$ cat src/design/e100_pkg.sv
// shared types for the e100 core; mult, div, cpfa, cpta, call and ret are not supported
`default_nettype none

package e100_pkg;

    localparam int mem_depth = 256;

    typedef logic [31:0] word_t;
    typedef logic [7:0]  addr_t;

    // opcode values as stored in the first word of an instruction
    typedef enum logic [31:0] {
        op_halt = 32'd0,
        op_add  = 32'd1,
        op_sub  = 32'd2,
        op_cp   = 32'd5,
        op_and  = 32'd6,
        op_or   = 32'd7,
        op_not  = 32'd8,
        op_sl   = 32'd9,
        op_sr   = 32'd10,
        op_be   = 32'd13,
        op_bne  = 32'd14,
        op_blt  = 32'd15
    } opcode_e;

    // who drives the shared bus
    typedef enum logic [2:0] {
        src_none,
        src_iar,
        src_plus1,
        src_alu,
        src_arg1,
        src_arg2,
        src_arg3,
        src_memory
    } bus_source_e;

    typedef enum logic [2:0] {
        alu_add,
        alu_sub,
        alu_and,
        alu_or,
        alu_not,
        alu_sl,
        alu_sr
    } alu_op_e;

    typedef struct packed {
        bus_source_e source;
        alu_op_e     alu_op;
        logic        iar_write;
        logic        op1_write;
        logic        op2_write;
        logic        opcode_write;
        logic        arg1_write;
        logic        arg2_write;
        logic        arg3_write;
        logic        address_write;
        logic        memory_write;
    } bus_ctrl_t;

    typedef struct packed {
        word_t opcode;
        logic  equal;
        logic  less;
    } status_t;

    // two-operand ops share calc states, not and cp share unary states
    typedef enum logic [4:0] {
        st_reset,
        st_fetch1, st_fetch2, st_fetch3, st_fetch4,
        st_fetch5, st_fetch6, st_fetch7, st_fetch8,
        st_decode,
        st_halt,
        st_calc1, st_calc2, st_calc3, st_calc4, st_calc5, st_calc6,
        st_unary1, st_unary2, st_unary3, st_unary4,
        st_branch1, st_branch2, st_branch3, st_branch4, st_branch5, st_branch6
    } state_e;

endpackage

`default_nettype wire

$ cat src/design/e100_control.sv
// waits in reset state while run is low; unknown opcodes are skipped, halt is final
`timescale 1ns/1ns
`default_nettype none

module e100_control import e100_pkg::*; (
    input  wire          clock,
    input  wire          reset,
    input  wire          run,
    input  wire status_t status,
    output bus_ctrl_t    ctrl,
    output logic         halted
);

    state_e  state;
    state_e  next_state;
    alu_op_e exec_op;
    logic    is_cp;
    logic    take_branch;

    // operation for the final write of an arithmetic or logic instruction
    always_comb begin
        case (status.opcode)
            op_sub:  exec_op = alu_sub;
            op_and:  exec_op = alu_and;
            op_or:   exec_op = alu_or;
            op_not:  exec_op = alu_not;
            op_sl:   exec_op = alu_sl;
            op_sr:   exec_op = alu_sr;
            default: exec_op = alu_add;
        endcase
    end

    assign is_cp = (status.opcode == op_cp);

    always_comb begin
        case (status.opcode)
            op_be:   take_branch = status.equal;
            op_bne:  take_branch = !status.equal;
            default: take_branch = status.less;
        endcase
    end

    always_comb begin
        ctrl = '0;
        ctrl.source = src_none;
        ctrl.alu_op = alu_add;
        next_state = st_reset;
        case (state)
            st_reset: begin
                next_state = run ? st_fetch1 : st_reset;
            end
            st_fetch1: begin
                ctrl.source = src_iar;
                ctrl.address_write = 1'b1;
                next_state = st_fetch2;
            end
            st_fetch2: begin
                ctrl.source = src_memory;
                ctrl.opcode_write = 1'b1;
                next_state = st_fetch3;
            end
            // step the IAR to the next argument word
            st_fetch3, st_fetch5, st_fetch7: begin
                ctrl.source = src_plus1;
                ctrl.iar_write = 1'b1;
                ctrl.address_write = 1'b1;
                next_state = (state == st_fetch3) ? st_fetch4 :
                             (state == st_fetch5) ? st_fetch6 : st_fetch8;
            end
            st_fetch4: begin
                ctrl.source = src_memory;
                ctrl.arg1_write = 1'b1;
                next_state = st_fetch5;
            end
            st_fetch6: begin
                ctrl.source = src_memory;
                ctrl.arg2_write = 1'b1;
                next_state = st_fetch7;
            end
            st_fetch8: begin
                ctrl.source = src_memory;
                ctrl.arg3_write = 1'b1;
                next_state = st_decode;
            end
            st_decode: begin
                // IAR now points at the following instruction
                ctrl.source = src_plus1;
                ctrl.iar_write = 1'b1;
                case (status.opcode)
                    op_halt: next_state = st_halt;
                    op_add, op_sub, op_and, op_or, op_sl, op_sr: next_state = st_calc1;
                    op_not, op_cp: next_state = st_unary1;
                    op_be, op_bne, op_blt: next_state = st_branch1;
                    default: next_state = st_fetch1;
                endcase
            end
            st_halt: begin
                next_state = st_halt;
            end
            st_calc1, st_unary1, st_branch1: begin
                ctrl.source = src_arg2;
                ctrl.address_write = 1'b1;
                next_state = (state == st_calc1) ? st_calc2 :
                             (state == st_unary1) ? st_unary2 : st_branch2;
            end
            st_calc2, st_branch2: begin
                ctrl.source = src_memory;
                ctrl.op1_write = 1'b1;
                next_state = (state == st_calc2) ? st_calc3 : st_branch3;
            end
            st_calc3, st_branch3: begin
                ctrl.source = src_arg3;
                ctrl.address_write = 1'b1;
                next_state = (state == st_calc3) ? st_calc4 : st_branch4;
            end
            st_calc4, st_branch4: begin
                ctrl.source = src_memory;
                ctrl.op2_write = 1'b1;
                next_state = (state == st_calc4) ? st_calc5 : st_branch5;
            end
            st_calc5, st_unary3: begin
                ctrl.source = src_arg1;
                ctrl.address_write = 1'b1;
                next_state = (state == st_calc5) ? st_calc6 : st_unary4;
            end
            st_calc6: begin
                ctrl.source = src_alu;
                ctrl.alu_op = exec_op;
                ctrl.memory_write = 1'b1;
                next_state = st_fetch1;
            end
            // cp parks the word in arg3, not goes through op1
            st_unary2: begin
                ctrl.source = src_memory;
                ctrl.arg3_write = is_cp;
                ctrl.op1_write = !is_cp;
                next_state = st_unary3;
            end
            st_unary4: begin
                ctrl.source = is_cp ? src_arg3 : src_alu;
                ctrl.alu_op = exec_op;
                ctrl.memory_write = 1'b1;
                next_state = st_fetch1;
            end
            st_branch5: begin
                next_state = take_branch ? st_branch6 : st_fetch1;
            end
            st_branch6: begin
                ctrl.source = src_arg1;
                ctrl.iar_write = 1'b1;
                next_state = st_fetch1;
            end
            default: begin
                next_state = st_reset;
            end
        endcase
    end

    always_ff @(posedge clock) begin
        if (reset) begin
            state <= st_reset;
        end else begin
            state <= next_state;
        end
    end

    assign halted = (state == st_halt);

endmodule

`default_nettype wire

$ cat config.mk
export PLATFORM = sky130hd
export DESIGN_NAME = e100_control
export DESIGN_NICKNAME = d
export VERILOG_FILES = /design/src/design/e100_pkg.sv /design/src/design/e100_control.sv
export SDC_FILE = /design/constraint.sdc
export NUM_CORES = 1
export LEC_CHECK = 0
export BUFFER_PORTS_ARGS = -buffer_cell sky130_fd_sc_hd__buf_2
export CAP_MARGIN = 20
export CORE_MARGIN = 5
export CORE_UTILIZATION = 49
export CTS_CLUSTER_DIAMETER = 100
export DETAILED_ROUTE_END_ITERATION = 8
export PLACE_DENSITY = 0.94
export SETUP_SLACK_MARGIN = 0.05
export SYNTH_ARGS = -nofsm -noshare
export SYNTH_HDL_FRONTEND = slang
export SYNTH_SLANG_ARGS = --single-unit
$ cat constraint.sdc
create_clock -name clock -period 6.7 [get_ports clock]
set_input_delay 1.34 -clock clock [delete_from_list [all_inputs] [get_ports clock]]
set_output_delay 1.34 -clock clock [all_outputs]
set_load 0.005 [all_outputs]
==> out/results.ini <==
[status]
status=completed

[pwr]
powerDensity_nw_per_um2=93.4
p_leak_nw=0.616
total_power_uw=125
switchingPower_uw=44.3
p_sw_frac=0.355
pwr-share-comb=0.432
seqPwrFrac=0.305
clock_power_share=0.263
p_int_uw=80.5
peakVddDrop_uv=98.3

[finish]
diodes=0
instances_no_fill=230
reg_top3=state x5
area_growth_pct=26.4
largest_reg_flops=5
largest_register=state
drive_gt1_frac=0.355
final_nets=248

[die]
ios=53
core_area_um2=2000
rows=16
die_w_um=56.5
start_util=0.528
die_area_um2=3190
die_h_um=56.5

[route]
post_drt_wl_per_cell_um=13.7
drtIter0Drc=32
vias_per_cell=5.85
ant_nets=0
via_count=1346
drt_pass1_iterations=4
routed_wl_um=3140
route.detailed.drc=0

[yosys]
synth_edf_count=0
synth_area_um2=1060
ys_ff_latch=5
async_flop_share=0
ys_seq_area_frac=0.0947
synth_area_per_cell_um2=6.69
synth_warnings=0
synth_top_flop_cell=dfxtp_1
synthesis.nets=202
ys_types=45
netlist_instances=158

[cts]
clk_latency_ns=0.23
post_cts_buffers=0
cts_tree=yes
cts_buffers=3
cts_sinks=5
path_clk_slew_ns=0.04
cts_max_level=1
clk_path_buf_depth=2
cts-hold-fix-buffers=0
post_cts_resized=0
cts_root_buf=clkbuf_4

[job]
maxCapViolCount=0

[sta]
finalHoldViolCount=0
finalCritPeriodShare=0.657
slew_violations=0
holdWs_ns=0.857
fin_setup_tns_ns=0
relSlewSlack=0.504
setup_viol=0
worstMarginPinSlew_ns=0.743
skew_ns=0.00304
rsz0062_at_grt=false
period_needed_ns=4.40
postLayoutSetupSlackWorst_ns=2.30
max_freq_mhz=227

[global_route]
grt_pass1_wl_um=5460
grt.overflow.total=0
grt_max_degree=27
first_global_vias=1313
grt_usage=0.198
antenna_found_initial=0

[worst_setup_path]
crit_required_ns=5.36
cp-start-kind=input pin
cp.arrival_ns=3.06
path_class=in -> out
worst_setup_path_end_kind=primary output
cp_max_fo=8

[placement]
place_hpwl_um=2550
io_buffers=52
dp_cells=226
dp_slack_ns=2.33
place.gp.congestion=0.845

[min_path]
worstHoldPathType=reg -> reg

-- metrics by stage --
step / cell area (um2) / util
final: 1340 / 0.668
after global routing: 1340 / 0.668
after CTS: 1340 / 0.668
after detailed placement: 1310 / 0.654
after global placement: 1310 / 0.654
after floorplan: 1060 / -
-- path summary, 6_finish.rpt --
kind,depth (start not counted),end,from,slack (ns)
max,7,ctrl[12],status[15],2.30
min,3,state[2],state[0],0.86
max reg2reg,5,state[0],state[3],4.74
min reg2reg,3,state[2],state[0],0.86
-- critical path, stage by stage --
cell and delay, ns:
buf_2 0.09, nor4_1 0.27, nand4_1 0.28, nor3_2 0.54, a21oi_1 0.13, o221a_2 0.28
buf_2 0.12
-- synthesized netlist by cell type, types with 2 or more instances --
library cell | n | area [um2]
ha_1 | 7 | 87.6
nor4_2 | 3 | 37.5
nand3_1 | 3 | 15.0
clkbuf_1 | 10 | 37.5
and3_1 | 3 | 18.8
o22ai_1 | 2 | 12.5
a31oi_1 | 2 | 12.5
o211ai_1 | 2 | 15.0
a211o_1 | 2 | 17.5
inv_1 | 7 | 26.3
nor4_1 | 3 | 18.8
nor2_1 | 14 | 52.6
a21oi_1 | 17 | 85.1
o31a_2 | 2 | 20.0
a311oi_1 | 2 | 17.5
or3b_2 | 2 | 17.5
nor3_1 | 6 | 30.0
nand2_1 | 18 | 67.6
or2_2 | 2 | 12.5
mux2i_1 | 3 | 30.0
dfxtp_1 | 5 | 100
nand2b_1 | 6 | 37.5
nor2b_1 | 3 | 18.8
or3_1 | 2 | 12.5
o21ai_0 | 9 | 45.0
o21a_1 | 2 | 15.0
nand4_1 | 3 | 18.8
-- cells in the final DEF, fill, tap and decap left out, drive strengths merged, types with 2 or more instances in the layout --
cell type	instances
buf	52
nand2	18
a21oi	17
nor2	14
o21ai	9
inv	7
ha	7
nor3	7
nand2b	6
nor4	6
dfxtp	5
clkbuf	4
and3	3
nand3	3
nor2b	3
nand4	3
mux2i	3
or3b	3
o22ai	3
or3	3
or2	2
a311oi	2
o21a	2
o211ai	2
a31oi	2
a211o	2
o31a	2
-- routing by layer --
layer | track usage | vias up | part of all wire
li1 | - | 680 | -
met3 | 0.0161 | 0 | 0.062
met4 | 0.0407 | 0 | 0
met5 | 0 | - | 0
met2 | 0.363 | 46 | 0.53
met1 | 0.248 | 620 | 0.40
-- power by group through the flow --
stage / sequential (mW) / clock, mW / combinational, mW
4_1_cts: 0.0379 / 0.0335 / 0.0539
3_3_place_gp: 0.0384 / 0 / 0.0523
3_5_place_dp: 0.0385 / 0 / 0.0536
2_1_floorplan: 0.0323 / 0 / 0.0372
5_1_grt: 0.0388 / 0.0365 / 0.0603
6_report: 0.0381 / 0.0328 / 0.0538
-- area by class of cell --
class	count	area, um2
inverters	7	26.3
well taps	27	33.8
fillers	194	666
flip-flops and latches	5	100
repair buffers	52	260
multi-input cells	135	890
clock buffers	4	26.3
-- cells by family (layout without fill, tap and decap cells) --
| group | Yosys count | count (layout) | share of synthesized area |
|---|---|---|---|
| AOI/OAI and AO/OA | 52 | 52 | 0.349 |
| adders and majority gates | 7 | 7 | 0.0828 |
| buffers and inverters | 18 | 63 | 0.0639 |
| DFF | 5 | 5 | 0.0947 |
| muxes | 3 | 3 | 0.0284 |
| and+or+nand+nor | 73 | 73 | 0.381 |
No activity file was read; power rests on OpenSTA's default activity.
