**config.mk**
```make
export PLATFORM = sky130hd
export DESIGN_NAME = e100_datapath
export DESIGN_NICKNAME = d
export VERILOG_FILES = /design/src/design/e100_pkg.sv /design/src/design/e100_alu.sv /design/src/design/e100_datapath.sv
export SDC_FILE = /design/constraint.sdc
export NUM_CORES = 1
export LEC_CHECK = 0
export ABC_CLOCK_PERIOD_IN_PS = 4200
export BUFFER_PORTS_ARGS = -buffer_cell sky130_fd_sc_hd__buf_4
export CELL_PAD_IN_SITES_DETAIL_PLACEMENT = 1
export CELL_PAD_IN_SITES_GLOBAL_PLACEMENT = 1
export CORE_MARGIN = 5
export CORE_UTILIZATION = 40
export DETAILED_ROUTE_END_ITERATION = 6
export HOLD_SLACK_MARGIN = 0.1
export PLACE_DENSITY = 0.82
export REMOVE_ABC_BUFFERS = 1
export SKIP_CTS_REPAIR_TIMING = 1
export SYNTH_ARGS = -nofsm -noshare
export SYNTH_HDL_FRONTEND = slang
export SYNTH_SLANG_ARGS = --single-unit
```
**constraint.sdc**
```tcl
create_clock -name clock -period 4.2 [get_ports clock]
set_clock_uncertainty 0.15 [all_clocks]
set_input_delay 0.42 -clock clock [delete_from_list [all_inputs] [get_ports clock]]
set_output_delay 0.42 -clock clock [all_outputs]
set_load 0.005 [all_outputs]
```
**src/design/e100_pkg.sv**
```systemverilog
// shared types for the e100 core; mult, div, cpfa, cpta, call and ret are not supported
`default_nettype none

package e100_pkg;

    localparam int mem_depth = 256;

    typedef logic [31:0] word_t;
    typedef logic [7:0]  addr_t;

    // opcode values as stored in the first word of an instruction
    typedef enum logic [31:0] {
        op_halt = 32'd0,
        op_add  = 32'd1,
        op_sub  = 32'd2,
        op_cp   = 32'd5,
        op_and  = 32'd6,
        op_or   = 32'd7,
        op_not  = 32'd8,
        op_sl   = 32'd9,
        op_sr   = 32'd10,
        op_be   = 32'd13,
        op_bne  = 32'd14,
        op_blt  = 32'd15
    } opcode_e;

    // who drives the shared bus
    typedef enum logic [2:0] {
        src_none,
        src_iar,
        src_plus1,
        src_alu,
        src_arg1,
        src_arg2,
        src_arg3,
        src_memory
    } bus_source_e;

    typedef enum logic [2:0] {
        alu_add,
        alu_sub,
        alu_and,
        alu_or,
        alu_not,
        alu_sl,
        alu_sr
    } alu_op_e;

    typedef struct packed {
        bus_source_e source;
        alu_op_e     alu_op;
        logic        iar_write;
        logic        op1_write;
        logic        op2_write;
        logic        opcode_write;
        logic        arg1_write;
        logic        arg2_write;
        logic        arg3_write;
        logic        address_write;
        logic        memory_write;
    } bus_ctrl_t;

    typedef struct packed {
        word_t opcode;
        logic  equal;
        logic  less;
    } status_t;

    // two-operand ops share calc states, not and cp share unary states
    typedef enum logic [4:0] {
        st_reset,
        st_fetch1, st_fetch2, st_fetch3, st_fetch4,
        st_fetch5, st_fetch6, st_fetch7, st_fetch8,
        st_decode,
        st_halt,
        st_calc1, st_calc2, st_calc3, st_calc4, st_calc5, st_calc6,
        st_unary1, st_unary2, st_unary3, st_unary4,
        st_branch1, st_branch2, st_branch3, st_branch4, st_branch5, st_branch6
    } state_e;

endpackage

`default_nettype wire

```
**src/design/e100_alu.sv**
```systemverilog
// purely combinational; shifts use op2[4:0] only, sr is logical, less is signed
`timescale 1ns/1ns
`default_nettype none

module e100_alu import e100_pkg::*; (
    input  wire word_t   op1,
    input  wire word_t   op2,
    input  wire alu_op_e alu_op,
    output word_t        result,
    output logic         equal,
    output logic         less
);

    always_comb begin
        unique case (alu_op)
            alu_add: result = op1 + op2;
            alu_sub: result = op1 - op2;
            alu_and: result = op1 & op2;
            alu_or:  result = op1 | op2;
            alu_not: result = ~op1;
            alu_sl:  result = op1 << op2[4:0];
            alu_sr:  result = op1 >> op2[4:0];
            default: result = '0;
        endcase
    end

    assign equal = (op1 == op2);
    // compare as two's complement
    assign less = ($signed(op1) < $signed(op2));

endmodule

`default_nettype wire

```
**src/design/e100_datapath.sv**
```systemverilog
// one shared bus; the address register keeps only the low 8 bits of the bus
`timescale 1ns/1ns
`default_nettype none

module e100_datapath import e100_pkg::*; (
    input  wire            clock,
    input  wire            reset,
    input  wire bus_ctrl_t ctrl,
    output status_t        status,
    output addr_t          mem_address,
    output logic           mem_write,
    output word_t          mem_write_data,
    input  wire word_t     mem_read_data
);

    word_t iar;
    word_t opcode;
    word_t arg1;
    word_t arg2;
    word_t arg3;
    word_t op1;
    word_t op2;
    addr_t address;
    word_t alu_result;
    word_t bus;

    e100_alu i_e100_alu (
        .op1    (op1),
        .op2    (op2),
        .alu_op (ctrl.alu_op),
        .result (alu_result),
        .equal  (status.equal),
        .less   (status.less)
    );

    // bus multiplexer
    always_comb begin
        unique case (ctrl.source)
            src_iar:    bus = iar;
            src_plus1:  bus = iar + 32'd1;
            src_alu:    bus = alu_result;
            src_arg1:   bus = arg1;
            src_arg2:   bus = arg2;
            src_arg3:   bus = arg3;
            src_memory: bus = mem_read_data;
            default:    bus = '0;
        endcase
    end

    always_ff @(posedge clock) begin
        if (reset) begin
            iar <= '0;
            opcode <= '0;
            arg1 <= '0;
            arg2 <= '0;
            arg3 <= '0;
            op1 <= '0;
            op2 <= '0;
            address <= '0;
        end else begin
            if (ctrl.iar_write) iar <= bus;
            if (ctrl.opcode_write) opcode <= bus;
            if (ctrl.arg1_write) arg1 <= bus;
            if (ctrl.arg2_write) arg2 <= bus;
            if (ctrl.arg3_write) arg3 <= bus;
            if (ctrl.op1_write) op1 <= bus;
            if (ctrl.op2_write) op2 <= bus;
            if (ctrl.address_write) address <= bus[$bits(addr_t)-1:0];
        end
    end

    assign status.opcode = opcode;
    assign mem_address = address;
    assign mem_write = ctrl.memory_write;
    assign mem_write_data = bus;

endmodule

`default_nettype wire

```
==> metrics, run 1 <==
initial antenna violation count 1; FF-to-FF Start op2[7]; Post-Route Utilization 0.509; Pre-Repair DR Iteration Count 6; initial core utilization 0.405; Yosys cell types 92; vias 21638; number of enable flip-flop cells after synthesis 0; Synth Register Bits 232; WHS Path Cells 3; CTS max path bufs 3; DRC 0; worst slack, placed -0.109 ns; H-Tree Depth 1; Max Cap Viol 0; full die area between 0.05 and 0.06 mm^2; Setup TNS Final -1.26 ns; hold_sp ctrl[6]; vias in the first global route around 21000; Mapped Area ~0.019 mm^2; fin crit share 1.04; global-route wire length before repair between 100000 and 150000 um; I/O pin count 124; largest net degree at the start of global routing roughly 100; Vias/cell 6.67; Final Hold Viols 0; crit path DAT 3.78 ns; top cells by area, synth dfxtp_1 (24%), mux4_2 (9.9%), a211oi_1 (8.3%), nor2_1 (7.4%), ha_1 (6.8%); post-route ant nets 0; DRC marker count from the first detailed-route iteration 2727; Die Y 230 um; max-slew violation count 0; Core ar. 0.0478 mm^2; R2R Path End arg2[29]; relative slew slack 0.379; Syn Inst Count between 2000 and 2500; WL/cell 29.3 um; RSZ-0062 raised after global routing true; power per standard cell area 342 mW/mm^2; WHS 0.137 ns; GRT Residual Overflow 0; Worst VDD drop 0.321 mV; Final setup viols 16; Worst Setup Path Type reg -> out; Critical-path top delay cell dfxtp_4; Synth area leader dfxtp_1; TritonCTS clock tree yes; outcome complete, but fails checks; Skew-Pair Late Insertion Delay 0.58 ns; WL final between 90000 and 100000 um; TritonCTS Buffers 27; Placer Congestion 1.02; worst hold path type in -> reg; fmax about 230 MHz; Clock Pin Slew Worst Setup and Hold Paths 0.07 ns; top fanout value on the critical path 7; fin nets 2766; failing checks negative setup slack; crit-path max cell delay between 0.4 and 0.5 ns; flop2flop setup slack ~0.4 ns; Tmin final 4.35 ns; share of the synthesized area in the top cell type 0.240; ant diodes 0; I/O Buffers 121; number of synthesis warnings 0; Slew @ Worst Pin just over 0.9 ns; P_leak 9.61 nW; Syn Area/Cell ~8.0 um^2; die width 230 um; Root Buffer clkbuf_16; Site Rows 80; CP Launch Type register; worst r2r path cells 15; Req. time, crit path 3.63 ns; share of layout cells above drive strength 1 0.283; CP most frequent cell buf_4; Critical Path End Type primary output; hpwl dp between 60000 and 70000 um; gr usage total 0.327; sequential area share after synthesis 0.240; Hold Path Sink op2[9]; fin worst setup slack -0.149 ns; top_reg_cell synth dfxtp_1; CTS sink cnt ~230; Async S/R FF share, synth 0; P&R area growth vs syn 25.7%; CP Cell Sequence ha_2 > fa_2 > o21ba_2 > or2_4 > a21oi_4 > nor3_2 > o41ai_2 > buf_4 > a21oi_1 > xnor2_2 > a221oi_2 > buf_4 > inv_1 > buf_4
==> synthesized netlist by cell type (10+ instances only) <==
library cell	instances
o22ai_1	33
buf_4	11
a211oi_1	215
o21ai_0	94
ha_1	106
mux2i_1	56
xor2_1	20
o221ai_1	13
buf_1	19
or3_1	13
a21o_1	20
a22o_1	17
nand2_1	141
o21bai_1	10
nand4_1	16
dfxtp_1	232
inv_1	127
a31oi_1	17
a21oi_1	167
o31ai_1	11
nor4_1	11
nor2_1	384
and3_1	16
nor2b_1	17
a22oi_1	25
mux4_2	85
clkbuf_1	174
o211ai_1	20
nor3_1	38
xnor2_1	32
nand3_1	53
buf_2	24
mux2_2	13
a221oi_1	15
nand2b_1	13
==> cell type report <==
class                      count  area (um^2)
clock inverter                11          159
sequential                   232         4680
timing repair buffer         380         3150
tap                          615          769
fill                        5639        23500
multi-input combinational   1837        14300
clock buffer                  37          764
inverter                     131          495
==> state kept, by name, summed over array words and instances, names as in the netlist <==
name / count
arg2: 32
op1: 32
arg3: 32
opcode: 32
iar: 32
op2: 32
mem_address: 8
arg1: 32
==> report_power, final <==
group	leakage [nW]	total, W	switching [W]	internal [W]
registers	1.92	0.00251	0.000146	0.00237
clock network	0.458	0.00254	0.00103	0.00151
logic	7.23	0.00329	0.00198	0.00131
total	9.61	0.00834	0.00316	0.00519
==> logic make-up (layout without fill, tap and decap cells) <==
kind of cell             Yosys count  in the layout  synth area share
adder cells (fa/ha/maj)          108            108            0.0705
AO/OA/AOI/OAI                    769            769             0.281
multiplexers                     154            154             0.135
buffers and inverters            364            559            0.0761
flip-flops                       232            232             0.240
XOR/XNOR                          52             52            0.0235
AND/OR/NAND/NOR                  754            754             0.174
==> cell usage in the layout (no fill, tap or decap), drive strengths merged, types with 16 or more instances in the layout <==
| cell | count |
|---|---|
| dfxtp | 232 |
| and3 | 16 |
| a21oi | 170 |
| xor2 | 20 |
| o21ai | 98 |
| nand4 | 16 |
| clkbuf | 43 |
| buf | 373 |
| mux2i | 56 |
| nand2 | 142 |
| nand3 | 53 |
| a211oi | 217 |
| nor2 | 386 |
| a22o | 17 |
| o211ai | 20 |
| inv | 127 |
| a221oi | 24 |
| o22ai | 33 |
| nor3 | 38 |
| xnor2 | 32 |
| a31oi | 18 |
| a22oi | 25 |
| nor2b | 17 |
| mux4 | 85 |
| ha | 106 |
| a21o | 20 |
==> metal layers <==
layer,global-route usage,vias up,part of all wire
met5,0,-,0
met4,0.113,0,0.049
met3,0.0567,273,0.094
met2,0.522,1209,0.45
met1,0.448,10852,0.41
li1,-,9304,-
==> worst max-delay path: cells and delay by family, from the launching register on <==
| kind | cells | cell delay [ns] |
|---|---|---|
| flops | 1 | 0.42 |
| fa+ha+maj | 2 | 0.60 |
| xor+xnor | 1 | 0.19 |
| buf+inv | 4 | 0.56 |
| compound gates | 5 | 1.04 |
| simple gates | 2 | 0.38 |
==> per-stage QoR <==
step / instance area [um^2] / instances / power [W]
floorplan: 18400 / 2200 / 0.00400
global placement: 21600 / 3123 / 0.00523
detailed placement: 21600 / 3123 / 0.00529
CTS: 22500 / 3171 / 0.00783
global route: 24400 / 3243 / 0.00861
finish: 24400 / 3243 / 0.00834
==> worst max path at each step <==
stage                         endpoint  cells past startpoint    from
floorplan           mem_write_data[28]                     11  op2[0]
global placement    mem_write_data[22]                     12  op2[0]
detailed placement  mem_write_data[22]                     12  op2[4]
CTS                 mem_write_data[22]                     12  op2[4]
global route        mem_write_data[28]                     12  op2[0]
finish              mem_write_data[22]                     14  op2[0]
No activity file was read; power rests on OpenSTA's default activity.
==> run 2: changes to the inputs <==
--- a/config.mk
+++ b/config.mk
@@ -13,9 +13,10 @@
 export CORE_UTILIZATION = 40
 export DETAILED_ROUTE_END_ITERATION = 6
 export HOLD_SLACK_MARGIN = 0.1
-export PLACE_DENSITY = 0.82
+export PLACE_DENSITY = 0.83
 export REMOVE_ABC_BUFFERS = 1
 export SKIP_CTS_REPAIR_TIMING = 1
 export SYNTH_ARGS = -nofsm -noshare
 export SYNTH_HDL_FRONTEND = slang
+export SYNTH_HIERARCHICAL = 1
 export SYNTH_SLANG_ARGS = --single-unit
==> metrics, run 2 <==
I/O Buffers between 100 and 150; Final setup viols between 90 and 100; Synth Register Bits 232; number of enable flip-flop cells after synthesis 0; vias in the first global route 22408; TritonCTS clock tree yes; fin crit share 1.25; most frequent cells in the layout buf_4 (570), nor2_1 (394), dfxtp_1 (224), a211oi_1 (164), nand2_1 (154); top cells by area, synth dfxtp_1 (24%), nor2_1 (7.8%), ha_1 (7.0%), a211oi_1 (6.7%), mux4_2 (5.9%); full die area 0.0519 mm^2; share of layout cells above drive strength 1 0.304; design area 0.0252 mm^2; top_reg_cell synth dfxtp_1; fin worst setup slack -1.06 ns; max-slew violation count 0; post-route ant nets 0; P_leak around 10 nW; H-Tree Depth 1; power per standard cell area 330 mW/mm^2; Synth area leader dfxtp_1; fin nets approximately 3000; Final Hold Viols 0; vias between 20000 and 25000; hpwl dp between 70000 and 80000 um; Pre-Repair DR Iteration Count 7; I/O pin count around 120; flop2flop setup slack -0.36 ns; Max Cap Viol 0; Die Y 228 um; Req. time, crit path 3.63 ns; TritonCTS Buffers 26; DRC 0; worst hold path type in -> reg; ant diodes 0; top cells by count, synth nor2_1 (394), dfxtp_1 (232), a211oi_1 (170); failing checks negative setup slack; Placer Congestion 0.996; Clock Pin Slew Worst Setup and Hold Paths 0.07 ns; CTS sink cnt 232; count leader, synth nor2_1; Post-Route Utilization 0.539; hold_sp ctrl[8]; sequential area share after synthesis 0.245; WHS ~0.33 ns; top fanout value on the critical path 6; gr usage total 0.337; fmax 190 MHz; CP Launch Type register; R2R Path End iar[25]; relative slew slack 0.253; Slew @ Worst Pin 1.12 ns; Critical Path End Type primary output; WL final roughly 95000 um; crit path DAT roughly 4.7 ns; Worst VDD drop approximately 0.38 mV; Final Non-Filler Cells about 3500; multi-input logic area around 0.014 mm^2; WHS Path Cells 3; Inst Count DP 3404; Yosys cell types 96; DRC marker count from the first detailed-route iteration 2500; Tmin final roughly 5.3 ns; largest net degree at the start of global routing 131; global-route wire length before repair 139000 um; FF-to-FF Start op2[1]; number of synthesis warnings 6; Syn Inst Count 2437; Vias/cell 6.40; Async S/R FF share, synth 0; initial core utilization 0.406; Mapped Area 0.0190 mm^2; GRT Residual Overflow 0; commonest non-fill, non-tap cell in the layout buf_4; P&R area growth vs syn 32.7%; Syn Area/Cell 7.79 um^2; Hold Path Sink iar[22]; placed cell area about 0.023 mm^2; Root Buffer clkbuf_16; WL/cell 27.4 um; RSZ-0062 raised after global routing true; Worst Setup Path Type reg -> out; Skew-Pair Late Insertion Delay 0.57 ns; die width between 200 and 250 um; worst slack, placed -0.605 ns; initial antenna violation count 1; worst r2r path cells 16; outcome complete, but fails checks; Core ar. approximately 0.047 mm^2; Storage cell area roughly 0.0047 mm^2; Fillers 5610; Site Rows 79; share of the synthesized area in the top cell type 0.245; CTS max path bufs 3
[run 2: per-stage QoR]
step | total power [W] | TNS (ns)
after floorplan | 0.00394 | -426.10
after global placement | 0.00554 | -14.70
after detailed placement | 0.00562 | -24.49
after CTS | 0.00801 | -46.21
after global routing | 0.00862 | -45.24
final | 0.00831 | -27.34
[run 2: critical path: stages (launching register included)]
cell	delay, ns
dfxtp_4	0.35
buf_6	0.13
buf_12	0.14
mux2i_2	0.25
mux2i_1	0.14
mux4_2	0.47
a22o_1	0.24
a211o_4	0.31
a2111oi_4	0.35
a21boi_2	0.24
o21ai_0	0.09
a31o_1	0.25
mux2_4	0.28
a222oi_1	0.28
nor3b_2	0.38
inv_1	0.09
buf_4	0.15
[run 2: cells by family after synthesis]
kind of cell,Yosys count,share of synthesized area
XOR/XNOR,38,0.0175
adder cells (fa/ha/maj),109,0.0726
multiplexers,176,0.128
AND/OR/NAND/NOR,762,0.182
AO/OA/AOI/OAI,772,0.283
flip-flops,232,0.245
buffers and inverters,348,0.0727
[run 2: final cells by class]
class	count	share of cell area
clock buffer	35	0.0296
clock inverter	11	0.00457
multi-input combinational	1857	0.546
timing repair buffer	597	0.185
inverter	133	0.0198
tap	607	0.0301
sequential	232	0.185
[run 2: report_power, final]
| part | internal (W) | switching [W] | leakage [nW] |
|---|---|---|---|
| logic | 0.00146 | 0.00195 | 8.10 |
| clock network | 0.00136 | 0.00102 | 0.426 |
| registers | 0.00237 | 0.000148 | 1.92 |
[run 2: worst max-delay path by stage]
stage	start	end	slack, ns	cells after the start
after CTS	op1[0]	mem_write_data[30]	-1.22	20
after global placement	op1[0]	mem_write_data[30]	-0.53	20
final	op2[1]	mem_write_data[25]	-1.06	16
after detailed placement	op2[0]	iar[30]	-0.60	19
after floorplan	op2[1]	mem_write_data[25]	-2.37	15
after global routing	op2[1]	mem_write_data[25]	-1.11	17
[run 2: layer usage]
metal	up-vias	track usage	routed length, um
li1	9812	-	-
met1	11064	0.458	40300
met2	1069	0.546	43000
met3	271	0.0473	7230
met4	0	0.130	4610
met5	-	0	0
